### src/common/motor_pkg.sv
`default_nettype none

package motor_pkg;

  localparam int frame_bits      = 40;
  localparam int pos_bits        = 8;   // 256 positions per electrical cycle
  localparam int amp_bits        = 8;
  localparam int count_bits      = 32;
  localparam int op_bits         = 8;
  localparam int current_bits    = 8;
  localparam int usteps_bits     = 3;
  localparam int period_bits     = 24;
  localparam int steps_bits      = 31;
  localparam int bitcnt_bits     = $clog2(frame_bits + 1);
  localparam int max_microsteps  = 6;
  localparam int min_step_period = 2;
  localparam int quarter_cycle   = 64;  // Positions per quadrant

  localparam logic [op_bits-1:0] op_write_cfg = 8'h01;
  localparam logic [op_bits-1:0] op_move      = 8'h02;

  localparam logic [op_bits-1:0] reg_current     = 8'd0;
  localparam logic [op_bits-1:0] reg_microsteps  = 8'd1;
  localparam logic [op_bits-1:0] reg_enable      = 8'd2;
  localparam logic [op_bits-1:0] reg_step_period = 8'd3;

  // One SPI word, read as a register write or as a move
  typedef union packed {
    struct packed {
      logic [op_bits-1:0]     opcode;
      logic [op_bits-1:0]     reg_addr;
      logic [period_bits-1:0] value;
    } cfg;
    struct packed {
      logic [op_bits-1:0]    opcode;
      logic                  dir;
      logic [steps_bits-1:0] steps;
    } mv;
  } spi_frame_u;

  // First quadrant of 255 * cos(2*pi*i/256)
  localparam logic [amp_bits-1:0] cos_table [quarter_cycle] = '{
    255, 255, 255, 254, 254, 253, 252, 251,
    250, 249, 247, 246, 244, 242, 240, 238,
    236, 233, 231, 228, 225, 222, 219, 215,
    212, 208, 205, 201, 197, 193, 189, 185,
    180, 176, 171, 167, 162, 157, 152, 147,
    142, 136, 131, 126, 120, 115, 109, 103,
     98,  92,  86,  80,  74,  68,  62,  56,
     50,  44,  37,  31,  25,  19,  13,   6
  };

  // Full-cycle cosine from the quarter table, returns {negative, magnitude}
  function automatic logic [amp_bits:0] cos_lookup(input logic [pos_bits-1:0] pos);
    logic [pos_bits-3:0] idx;
    logic [pos_bits-2:0] mirror;
    logic [amp_bits-1:0] mag;
    idx    = pos[pos_bits-3:0];
    mirror = (pos_bits - 1)'(quarter_cycle) - idx;
    if (!pos[pos_bits-2]) begin
      mag = cos_table[idx];  // Quadrants 0 and 2 run forward
    end else if (idx == '0) begin
      mag = '0;  // Zero crossing lies just past the table
    end else begin
      mag = cos_table[mirror[pos_bits-3:0]];
    end
    return {pos[pos_bits-1] ^ pos[pos_bits-2], mag};  // Negative in quadrants 1 and 2
  endfunction

endpackage

`default_nettype wire

### src/spi/spi_target.sv
`timescale 1ns/1ps
`default_nettype none

module spi_target (
  input  wire                             CLK,
  input  wire                             resetn,
  input  wire                             SCK,
  input  wire                             CS,
  input  wire                             COPI,
  output logic                            CIPO,
  input  wire [motor_pkg::frame_bits-1:0] status,
  output logic                            frame_valid,
  output motor_pkg::spi_frame_u           frame
);
  import motor_pkg::*;

  logic [2:0] sck_r;  // Two sync flops plus one for edge detect
  logic [2:0] cs_r;
  logic [1:0] copi_r;
  logic sck_rise;
  logic sck_fall;
  logic cs_rise;
  logic cs_fall;
  logic cs_active;
  logic [bitcnt_bits-1:0] bit_cnt;
  logic [frame_bits-1:0] rx_shift;
  logic [frame_bits-1:0] tx_shift;

  always_ff @(posedge CLK) begin
    if (!resetn) begin
      sck_r <= '0;
      cs_r  <= '1;  // Idle deselected
    end else begin
      sck_r <= {sck_r[1:0], SCK};
      cs_r  <= {cs_r[1:0], CS};
    end
  end

  always_ff @(posedge CLK) begin
    copi_r <= {copi_r[0], COPI};  // Same latency as SCK
  end

  assign sck_rise  = sck_r[1] & ~sck_r[2];
  assign sck_fall  = ~sck_r[1] & sck_r[2];
  assign cs_rise   = cs_r[1] & ~cs_r[2];
  assign cs_fall   = ~cs_r[1] & cs_r[2];
  assign cs_active = ~cs_r[1];
  assign CIPO      = tx_shift[frame_bits-1];  // MSB first

  always_ff @(posedge CLK) begin
    if (!resetn) begin
      bit_cnt     <= '0;
      frame_valid <= 1'b0;
    end else begin
      frame_valid <= cs_rise && (bit_cnt == bitcnt_bits'(frame_bits));
      if (cs_fall) begin
        bit_cnt <= '0;
      end else if (cs_active && sck_rise && bit_cnt != '1) begin
        bit_cnt <= bit_cnt + 1'b1;  // Saturates so long frames never alias to 40
      end
    end
  end

  always_ff @(posedge CLK) begin
    if (cs_active && sck_rise) rx_shift <= {rx_shift[frame_bits-2:0], copi_r[1]};
    if (cs_rise) frame <= rx_shift;
  end

  // Status captured at select, shifted out on falling SCK
  always_ff @(posedge CLK) begin
    if (!resetn) begin
      tx_shift <= '0;
    end else if (cs_fall) begin
      tx_shift <= status;
    end else if (cs_active && sck_fall) begin
      tx_shift <= {tx_shift[frame_bits-2:0], 1'b0};
    end
  end

endmodule

`default_nettype wire

### src/spi/spi_command.sv
`timescale 1ns/1ps
`default_nettype none

module spi_command (
  input  wire                                CLK,
  input  wire                                resetn,
  input  wire                                frame_valid,
  input  wire motor_pkg::spi_frame_u         frame,
  input  wire                                halt,
  output logic                               step,
  output logic                               dir,
  output logic                               enable,
  output logic [motor_pkg::current_bits-1:0] current,
  output logic [motor_pkg::usteps_bits-1:0]  microsteps,
  output logic                               move_done
);
  import motor_pkg::*;

  logic [period_bits-1:0] step_period;
  logic [period_bits-1:0] period_cnt;
  logic [steps_bits-1:0] remaining;
  logic cfg_write;
  logic move_load;

  // Opcode sits in the same bits for both views
  assign cfg_write = frame_valid && (frame.cfg.opcode == op_write_cfg);
  assign move_load = frame_valid && (frame.mv.opcode == op_move);

  // Configuration registers
  always_ff @(posedge CLK) begin
    if (!resetn) begin
      current     <= '0;
      microsteps  <= '0;
      enable      <= 1'b0;
      step_period <= period_bits'(min_step_period);
    end else if (cfg_write) begin
      case (frame.cfg.reg_addr)
        reg_current: begin
          current <= frame.cfg.value[current_bits-1:0];
        end
        reg_microsteps: begin
          if (frame.cfg.value > max_microsteps) begin
            microsteps <= usteps_bits'(max_microsteps);
          end else begin
            microsteps <= frame.cfg.value[usteps_bits-1:0];
          end
        end
        reg_enable: begin
          enable <= frame.cfg.value[0];
        end
        reg_step_period: begin
          if (frame.cfg.value < min_step_period) begin
            step_period <= period_bits'(min_step_period);
          end else begin
            step_period <= frame.cfg.value;
          end
        end
        default: begin
          // Unknown address, nothing to write
        end
      endcase
    end
  end

  // Move engine
  // A loaded move waits one full period before its first step
  always_ff @(posedge CLK) begin
    if (!resetn) begin
      remaining  <= '0;
      period_cnt <= '0;
      step       <= 1'b0;
      dir        <= 1'b0;
      move_done  <= 1'b1;
    end else begin
      step <= 1'b0;
      if (halt) begin
        remaining <= '0;  // Drop whatever is left
        move_done <= 1'b1;
      end else if (move_load) begin
        remaining  <= frame.mv.steps;  // Also replaces a move in flight
        dir        <= frame.mv.dir;
        period_cnt <= period_bits'(1);
        move_done  <= (frame.mv.steps == '0);
      end else if (remaining != '0) begin
        if (period_cnt >= step_period) begin
          step       <= 1'b1;
          remaining  <= remaining - 1'b1;
          period_cnt <= period_bits'(1);
        end else begin
          period_cnt <= period_cnt + 1'b1;
        end
      end else begin
        move_done <= 1'b1;  // Clock after the last step
      end
    end
  end

endmodule

`default_nettype wire

### src/microstepper/microstep_phase.sv
`timescale 1ns/1ps
`default_nettype none

module microstep_phase (
  input  wire                               CLK,
  input  wire                               resetn,
  input  wire                               step,
  input  wire                               dir,
  input  wire                               enable,
  input  wire [motor_pkg::current_bits-1:0] current,
  input  wire [motor_pkg::usteps_bits-1:0]  microsteps,
  output logic [motor_pkg::pos_bits-1:0]    position,
  output logic [motor_pkg::amp_bits-1:0]    amp_a,
  output logic [motor_pkg::amp_bits-1:0]    amp_b,
  output logic                              sign_a,
  output logic                              sign_b
);
  import motor_pkg::*;

  logic [pos_bits-1:0] increment;
  logic [amp_bits:0] lut_a;  // {negative, magnitude}
  logic [amp_bits:0] lut_b;
  logic [amp_bits+current_bits-1:0] prod_a;
  logic [amp_bits+current_bits-1:0] prod_b;

  // 2^microsteps positions per step
  assign increment = pos_bits'(1) << microsteps;

  // Electrical position, wraps modulo 256
  always_ff @(posedge CLK) begin
    if (!resetn) begin
      position <= '0;
    end else if (enable && step) begin
      if (dir) begin
        position <= position + increment;
      end else begin
        position <= position - increment;
      end
    end
  end

  // Coil B lags coil A by a quarter cycle
  assign lut_a = cos_lookup(position);
  assign lut_b = cos_lookup(position - pos_bits'(quarter_cycle));

  // Current scaling
  assign prod_a = lut_a[amp_bits-1:0] * current;
  assign prod_b = lut_b[amp_bits-1:0] * current;

  always_ff @(posedge CLK) begin
    if (!resetn) begin
      amp_a  <= '0;
      amp_b  <= '0;
      sign_a <= 1'b0;
      sign_b <= 1'b0;
    end else begin
      amp_a  <= enable ? prod_a[amp_bits+current_bits-1 -: amp_bits] : '0;  // Keep upper byte
      amp_b  <= enable ? prod_b[amp_bits+current_bits-1 -: amp_bits] : '0;
      sign_a <= lut_a[amp_bits];
      sign_b <= lut_b[amp_bits];
    end
  end

endmodule

`default_nettype wire

### src/microstepper/hbridge_pwm.sv
`timescale 1ns/1ps
`default_nettype none

module hbridge_pwm (
  input  wire                           CLK,
  input  wire                           resetn,
  input  wire [motor_pkg::amp_bits-1:0] amp_a,
  input  wire [motor_pkg::amp_bits-1:0] amp_b,
  input  wire                           sign_a,
  input  wire                           sign_b,
  output logic                          phase_a1,
  output logic                          phase_a2,
  output logic                          phase_b1,
  output logic                          phase_b2
);
  import motor_pkg::*;

  logic [amp_bits-1:0] pwm_cnt;

  // Leg pair for one bridge, {leg 1, leg 2}
  // Sign picks the leg, so both are never on together
  function automatic logic [1:0] bridge_legs(
    input logic                neg,
    input logic [amp_bits-1:0] amp,
    input logic [amp_bits-1:0] cnt
  );
    logic on;
    on = (cnt < amp);  // Zero magnitude never turns on
    return {on & ~neg, on & neg};
  endfunction

  // Free-running 256-clock PWM period
  always_ff @(posedge CLK) begin
    if (!resetn) begin
      pwm_cnt <= '0;
    end else begin
      pwm_cnt <= pwm_cnt + 1'b1;
    end
  end

  always_ff @(posedge CLK) begin
    if (!resetn) begin
      phase_a1 <= 1'b0;
      phase_a2 <= 1'b0;
      phase_b1 <= 1'b0;
      phase_b2 <= 1'b0;
    end else begin
      {phase_a1, phase_a2} <= bridge_legs(sign_a, amp_a, pwm_cnt);
      {phase_b1, phase_b2} <= bridge_legs(sign_b, amp_b, pwm_cnt);
    end
  end

endmodule

`default_nettype wire

### src/hdl/quad_encoder.sv
`timescale 1ns/1ps
`default_nettype none

module quad_encoder (
  input  wire                                    CLK,
  input  wire                                    resetn,
  input  wire                                    enc_a,
  input  wire                                    enc_b,
  output logic signed [motor_pkg::count_bits-1:0] count,
  output logic                                   fault
);
  import motor_pkg::*;

  logic [1:0] a_sync;
  logic [1:0] b_sync;
  logic [1:0] curr;  // {a, b}
  logic [1:0] prev;
  logic [1:0] delta;
  logic forward;

  always_ff @(posedge CLK) begin
    a_sync <= {a_sync[0], enc_a};
    b_sync <= {b_sync[0], enc_b};
  end

  assign curr  = {a_sync[1], b_sync[1]};
  assign delta = curr ^ prev;

  // A leads B: 00 -> 10 -> 11 -> 01
  assign forward = curr[1] ^ prev[0];

  always_ff @(posedge CLK) begin
    if (!resetn) begin
      count <= '0;
      fault <= 1'b0;
      prev  <= curr;  // Track inputs so release shows no transition
    end else begin
      prev <= curr;
      case (delta)
        2'b00: begin
          // No movement
        end
        2'b11: begin
          fault <= 1'b1;  // Skipped a state, sticky
        end
        default: begin
          if (forward) begin
            count <= count + count_bits'(1);
          end else begin
            count <= count - count_bits'(1);
          end
        end
      endcase
    end
  end

endmodule

`default_nettype wire

### src/hdl/motor_core.sv
`timescale 1ns/1ps
`default_nettype none

module motor_core (
  input  wire  CLK,
  input  wire  resetn,
  input  wire  SCK,
  input  wire  CS,
  input  wire  COPI,
  output logic CIPO,
  input  wire  enc_a,
  input  wire  enc_b,
  input  wire  halt,
  output logic phase_a1,
  output logic phase_a2,
  output logic phase_b1,
  output logic phase_b2,
  output logic move_done,
  output logic encoder_fault
);
  import motor_pkg::*;

  logic frame_valid;
  spi_frame_u frame;
  logic step;
  logic dir;
  logic enable;
  logic [current_bits-1:0] current;
  logic [usteps_bits-1:0] microsteps;
  logic [pos_bits-1:0] position;
  logic [amp_bits-1:0] amp_a;
  logic [amp_bits-1:0] amp_b;
  logic sign_a;
  logic sign_b;
  logic signed [count_bits-1:0] count;

  // Status word is position then encoder count
  spi_target spi_target_i (
    .CLK         (CLK),
    .resetn      (resetn),
    .SCK         (SCK),
    .CS          (CS),
    .COPI        (COPI),
    .CIPO        (CIPO),
    .status      ({position, count}),
    .frame_valid (frame_valid),
    .frame       (frame)
  );

  spi_command spi_command_i (
    .CLK         (CLK),
    .resetn      (resetn),
    .frame_valid (frame_valid),
    .frame       (frame),
    .halt        (halt),
    .step        (step),
    .dir         (dir),
    .enable      (enable),
    .current     (current),
    .microsteps  (microsteps),
    .move_done   (move_done)
  );

  microstep_phase microstep_phase_i (
    .CLK        (CLK),
    .resetn     (resetn),
    .step       (step),
    .dir        (dir),
    .enable     (enable),
    .current    (current),
    .microsteps (microsteps),
    .position   (position),
    .amp_a      (amp_a),
    .amp_b      (amp_b),
    .sign_a     (sign_a),
    .sign_b     (sign_b)
  );

  hbridge_pwm hbridge_pwm_i (
    .CLK      (CLK),
    .resetn   (resetn),
    .amp_a    (amp_a),
    .amp_b    (amp_b),
    .sign_a   (sign_a),
    .sign_b   (sign_b),
    .phase_a1 (phase_a1),
    .phase_a2 (phase_a2),
    .phase_b1 (phase_b1),
    .phase_b2 (phase_b2)
  );

  quad_encoder quad_encoder_i (
    .CLK    (CLK),
    .resetn (resetn),
    .enc_a  (enc_a),
    .enc_b  (enc_b),
    .count  (count),
    .fault  (encoder_fault)
  );

endmodule

`default_nettype wire

### config.mk
export PLATFORM = sky130hd
export DESIGN_NAME = motor_core
export DESIGN_NICKNAME = d
export VERILOG_FILES = /design/src/common/motor_pkg.sv /design/src/spi/spi_target.sv /design/src/spi/spi_command.sv /design/src/microstepper/microstep_phase.sv /design/src/microstepper/hbridge_pwm.sv /design/src/hdl/quad_encoder.sv /design/src/hdl/motor_core.sv
export SDC_FILE = /design/constraint.sdc
export NUM_CORES = 1
export LEC_CHECK = 0
export ABC_CLOCK_PERIOD_IN_PS = 20500
export BUFFER_PORTS_ARGS = -buffer_cell sky130_fd_sc_hd__buf_2
export CORE_ASPECT_RATIO = 1.4
export CORE_UTILIZATION = 55
export DETAILED_ROUTE_END_ITERATION = 8
export PLACE_DENSITY = 0.83
export SKIP_CTS_REPAIR_TIMING = 1
export SLEW_MARGIN = 20
export SYNTH_ARGS = -nofsm -noshare
export SYNTH_HDL_FRONTEND = slang
export SYNTH_SLANG_ARGS = --single-unit
### constraint.sdc
create_clock -name CLK -period 20.5 [get_ports CLK]
set_input_delay 4.1 -clock CLK [delete_from_list [all_inputs] [get_ports CLK]]
set_output_delay 4.1 -clock CLK [all_outputs]
set_load 0.005 [all_outputs]
# == Yosys cells after proc, flatten, opt, wreduce, memory -nomap -nowiden ==
# Memories as Yosys holds them, arrays and structs flattened.
# Cells that the tools add are included.
# totals
regBits,306
rom_bits,2048
elab_cells,148
mem_count,4
# mem_list
name,words,width,read_ports,rd_clocked_by_memory_dff,write_ports,line_no,source
(name not given),64,8,1,0,0,motor_pkg.sv:61,mag = cos_table[idx];
(name not given),64,8,1,0,0,motor_pkg.sv:65,mag = cos_table[mirror[pos_bits-3:0]];
(name not given),64,8,1,0,0,motor_pkg.sv:61,
(name not given),64,8,1,0,0,motor_pkg.sv:65,
# classes
add_sub_neg,11
mul,2
order_cmp,9
eq_ne,9
shift,1
n_mux,27
bitwise,25
n_reduce_logical,28
# ops
cell,n
two-way mux 8 bit,13
two-way mux 24 bit,4
two-way mux 31 bit,3
two-way mux 40 bit,2
"adder 32 x 2 -> 32 bit, second input constant",1
multiplier 8 x 8 -> 16 bit,2
two-way mux 32 bit,1
"subtractor 32 x 2 -> 32 bit, second input constant",1
zero test 31 bit,1
nonzero test 31 bit,1
"subtractor 31 x 1 -> 31 bit, second input constant",1
"greater-or-equal comparator 7 bit, second input constant",4
inverter 6 -> 7 bit,4
"adder 24 x 1 -> 24 bit, second input constant",1
"equality test 8 x 2 -> 1 bit, second input constant",3
greater-or-equal comparator 24 bit,1
"> comparator 24 x 3 -> 1 bit, second input constant",1
"< comparator 24 x 2 -> 1 bit, second input constant",1
"equality test 8 x 1 -> 1 bit, second input constant",2
< comparator 8 bit,2
AND reduction 2 bit,8
zero test 6 bit,2
"subtractor 1 x 6 -> 6 bit, first input constant",2
inverter 1 bit,9
21 further kinds,42

# == Depth between registers and ports, before layout ==
# logic_depth
ltp_word,9
mapped_depth,35

# == Cells and area by module ==
# From an unflattened synthesis, not the netlist that was laid out.
# unflattened
hier_cells,2323
area_unflattened_um2,20910.1
# modules_own_cells
mod,instances,cells_per_inst,area_each_um2,seq_area_each_um2
microstep_phase,1,835,6825.3,520.5
spi_command,1,650,5186.2,1881.8
spi_target,1,315,4815.9,3503.4
quad_encoder,1,426,3285.7,780.7
hbridge_pwm,1,97,797.0,240.2

# == Worst setup path before layout ==
# No wires, ideal clock.
# synth_path
kind,reg-to-reg
from,reg microstep_phase_i.position[1] (netlist name)
to,reg microstep_phase_i.amp_a[7] (netlist name)
arrival_ns,7.318
required_time_ns,20.372
path_slack_ns,13.054
path_stages_with_launch,32
n_path_buf,4
synth_period_minus_slack_ns,7.446
path_cell_list,dfxtp_1 clkbuf_1 clkbuf_1 inv_1 ha_1 inv_1 ha_1 clkbuf_1 clkbuf_1 nand2_1 o211ai_1 o21ai_0 a211oi_1 a21oi_1 o31ai_1 and2_1 fa_1 inv_1 fa_1 fa_1 fa_1 inv_1 ha_1 a21o_1 a21o_1 a21o_1 a22o_1 a211oi_4 o21ai_2 a21oi_2 xnor2_1 nor2_1
# synth_via
elab_chain_len,8
# synth_rtl
item,line_no,source
"start, declared",microstep_phase.sv:12,"output logic [motor_pkg::pos_bits-1:0] position,"
"start signal, assigned",microstep_phase.sv:35,position <= position + increment;
"start signal, assigned",microstep_phase.sv:37,position <= position - increment;
subtractor 1 x 6 -> 6 bit,motor_pkg.sv:59,mirror = (pos_bits - 1)'(quarter_cycle) - idx;
inverter 6 -> 7 bit (not written as such),motor_pkg.sv:65,
memory (64 x 8 bit),n/a,
two-way mux 8 bit (not written as such) (2 in a row),motor_pkg.sv:65,
two-way mux 8 bit,motor_pkg.sv:62,end else if (idx == '0) begin
two-way mux 8 bit *,motor_pkg.sv:60,if (!pos[pos_bits-2]) begin
multiplier 8 x 8 -> 16 bit *,microstep_phase.sv:47,assign prod_a = lut_a[amp_bits-1:0] * current;
"end signal, assigned",microstep_phase.sv:57,amp_a <= enable ? prod_a[amp_bits+current_bits-1 -: amp_bits] : '0;
"end, declared",microstep_phase.sv:13,"output logic [motor_pkg::amp_bits-1:0] amp_a,"
# Mark *: on every way between the ends. The rest lies on a longest branch, timed or not. The select of a mux whose other input is x is not followed.
# A chain may end at the register's enable or synchronous reset.

# == Worst setup path after layout ==
# layout_path
from,reg microstep_phase_i.position[0] (netlist name)
to,reg microstep_phase_i.amp_b[7] (netlist name)
# layout_via
elab_chain_len,9
# layout_rtl
item,line_no,source
subtractor 8 x 7 -> 8 bit *,microstep_phase.sv:44,assign lut_b = cos_lookup(position - pos_bits'(quarter_cycle));
subtractor 1 x 6 -> 6 bit,motor_pkg.sv:59,
inverter 6 -> 7 bit (not written as such),motor_pkg.sv:65,
memory (64 x 8 bit),n/a,
two-way mux 8 bit (not written as such) (2 in a row),motor_pkg.sv:65,
two-way mux 8 bit,motor_pkg.sv:62,
two-way mux 8 bit *,motor_pkg.sv:60,
multiplier 8 x 8 -> 16 bit *,microstep_phase.sv:48,assign prod_b = lut_b[amp_bits-1:0] * current;
"end signal, assigned",microstep_phase.sv:58,amp_b <= enable ? prod_b[amp_bits+current_bits-1 -: amp_bits] : '0;
"end, declared",microstep_phase.sv:14,"output logic [motor_pkg::amp_bits-1:0] amp_b,"
# Marked as above.

==> run metrics <==
WP data arrival=9550 ps; commonest non-fill, non-tap cell in the layout=dfxtp_1; Peak VDD IR=93.6 µV; number of global-route vias before repair=15,308; Slew HR=0.278; largest net degree at the start of global routing=86; async set or reset register ratio after synthesis=0; worst hold path class=reg -> reg; share of the synthesized area in the top cell type=0.229; top cells by area, synth=dfxtp_1 (23%), edfxtp_1 (12%), ha_1 (11%); largest stage delay on the critical path=900 ps; Yosys reg bits=306; Final Hold Fails=0; # setup viols final=0; dpl hpwl=30.2 mm; CTS Buf Count=29; Core ar.=35,200 µm²; I/O Buffers=14; die area=36,700 µm²; Achievable Freq=110 MHz; diode count=0; Power Dens Cells=72.5 nW/µm²; P_sw=421 µW; Int Pwr=1120 µW; initial core utilization=0.562; CP startpoint=microstep_phase_i.position[0]; clock network power share=0.366; die width=162 µm; Nets=2,358; first-pass GRT wire length=71.9 mm; Clock Skews=11.8 ps; Syn Inst Count=2,139; logic gate share of total power=0.191; EDFF count, synth=80; I/O Pins=15; Worst setup EP type=flop; PnR Total Power=1540 µW; CP Max Fanout=26; area delta synth->final=7.37%; Avg WL per Cell=16.2 µm; H-Tree Depth=1; critical path class=reg -> reg; # DRC=0; clk slew on worst S/H paths=60 ps; FF-to-FF setup slack=11,390 ps; worst-path cell with the longest stage delay=dfxtp_1; Max clock buf depth=3; First-pass DRT Iterations=5; fin. max-slew vios=0; layout cell share with drive strength beyond 1=0.0615; Yosys top cell by area=dfxtp_1; CTS root buf=clkbuf_16; Setup TNS Final=0 ps; Synth Warn #=0; num rows=81; fillers=2,836; ys flop type=dfxtp_1; GR Util All Layers=0.237; Post-Syn Area per Cell=9.23 µm²; Netlist Area Pre-Place=19,800 µm²; routability cong.=0.921; die height=226 µm; crit path time final=9110 ps; via/cell ratio=5.82; Leakage Power=0.00870 µW; via count=15,056; sequential-to-total area share from yosys stat=0.351; Period Utilization, post-route=0.445; RR Endpoint=microstep_phase_i.amp_b[7]; R2R depth=27; initial antenna violation count=0; worst slew pin tran=1070 ps; RSZ-0062 raised after global routing=no; most frequent cells in the layout=dfxtp_1 (226), nor2_1 (225), ha_1 (169); status=finished clean; global route overflow=0; startpoint types=flop; Synth cell types=95; # clock sinks=306; ANT nets after route=0; CP Capture Point=microstep_phase_i.amp_b[7]; Crit path required time=20,940 ps; Worst R2R Start=microstep_phase_i.position[0]; switching share of power=0.274; worst skew pair latency=580 ps; syn_nets=2,388; CTS tree=done; Flop pwr share=0.443; total wire length=42.0 mm; MaxCap Viol Count=0; Initial DRC Count=863
cell usage after synthesis (all sizes together) (24+ instances only):
library cell and n:
nor2 229, dfxtp 226, ha 169, inv 163
nand2 151, a21oi 128, mux2i 81, and2 80
edfxtp 80, clkbuf 77, a211oi 75, xnor2 75
fa 72, o21ai 68, nor2b 50, xor2 45
nor3 40, nand3 38, a21o 36, nand2b 35
nor4 24
through the flow:
step	util	instance area, µm²	worst slack (ps)	hold WS (ps)	instances
5_1_grt	0.603	21200	10710	333	2587
6_report	0.603	21200	11390	328	2587
2_1_floorplan	-	19800	13050	310	2139
4_1_cts	0.602	21200	11530	331	2586
3_3_place_gp	0.574	20200	11900	312	2533
3_5_place_dp	0.574	20200	11530	316	2533
power by group through the flow:
stage / Sequential, µW / Clock [µW] / Combinational [µW]
after floorplan: 685 / 0 / 244
after global placement: 692 / 0 / 278
after detailed placement: 693 / 0 / 290
after CTS: 680 / 572 / 293
after global routing: 685 / 597 / 330
final: 680 / 563 / 293
flip-flops by register name (all words and copies together), names as in the netlist, 2 cells and up:
name	cells
hbridge_pwm_i.pwm_cnt	8
microstep_phase_i.amp_a	8
microstep_phase_i.amp_b	8
microstep_phase_i.position	8
quad_encoder_i.a_sync	2
quad_encoder_i.b_sync	2
quad_encoder_i.count	32
quad_encoder_i.prev	2
spi_command_i.current	8
spi_command_i.microsteps	3
spi_command_i.period_cnt	24
spi_command_i.remaining	31
spi_command_i.step_period	24
spi_target_i.bit_cnt	6
spi_target_i.copi_r	2
spi_target_i.cs_r	3
spi_target_i.frame	40
spi_target_i.rx_shift	40
spi_target_i.sck_r	3
spi_target_i.tx_shift	40
how the worst min path moves through the flow:
stage	from	to	slack [ps]	cells after the start
3_3_place_gp	spi_target_i.copi_r[0]	spi_target_i.copi_r[1]	310	0
5_1_grt	spi_target_i.copi_r[0]	spi_target_i.copi_r[1]	330	0
2_1_floorplan	quad_encoder_i.a_sync[0]	quad_encoder_i.a_sync[1]	310	0
4_1_cts	quad_encoder_i.b_sync[0]	quad_encoder_i.b_sync[1]	330	0
6_report	spi_target_i.copi_r[0]	spi_target_i.copi_r[1]	330	0
3_5_place_dp	spi_target_i.copi_r[0]	spi_target_i.copi_r[1]	320	0
critical path: cells and delay by family, from the launching register on:
family	cells	cell delay [ps]
adder cells (fa/ha/maj)	8	3860
AO/OA/AOI/OAI	6	1770
buffers and inverters	5	1300
AND/OR/NAND/NOR	7	970
flip-flops	1	900
XOR/XNOR	1	160
final cells by class:
cell class / instances / area, µm² / share of cell area
timing repair buffer: 33 / 225 / 0.0106
clock inverter: 14 / 179 / 0.00844
multi-input combinational: 1575 / 11900 / 0.559
clock buffer: 39 / 835 / 0.0394
inverter: 164 / 618 / 0.0291
tap: 456 / 571 / 0.0269
sequential: 306 / 6930 / 0.327
layer usage:
layer / vias up / GRT usage / wire (µm)
met3: 119 / 0.0244 / 1630
met1: 7272 / 0.271 / 17100
met5: - / 0 / 0
met2: 343 / 0.436 / 21500
li1: 7322 / - / -
met4: 0 / 0.113 / 1760
cells by family (layout without fill, tap and decap cells):
| kind of cell | Yosys count | after routing | synth area share |
|---|---|---|---|
| muxes | 87 | 87 | 0.0450 |
| adders and majority gates | 242 | 242 | 0.181 |
| AOI/OAI and AO/OA | 393 | 393 | 0.130 |
| and+or+nand+nor | 733 | 733 | 0.189 |
| buffers and inverters | 258 | 250 | 0.0510 |
| xor gates and xnor gates | 120 | 120 | 0.0540 |
| DFF | 306 | 306 | 0.351 |
Power figures use the tool's default switching activity.
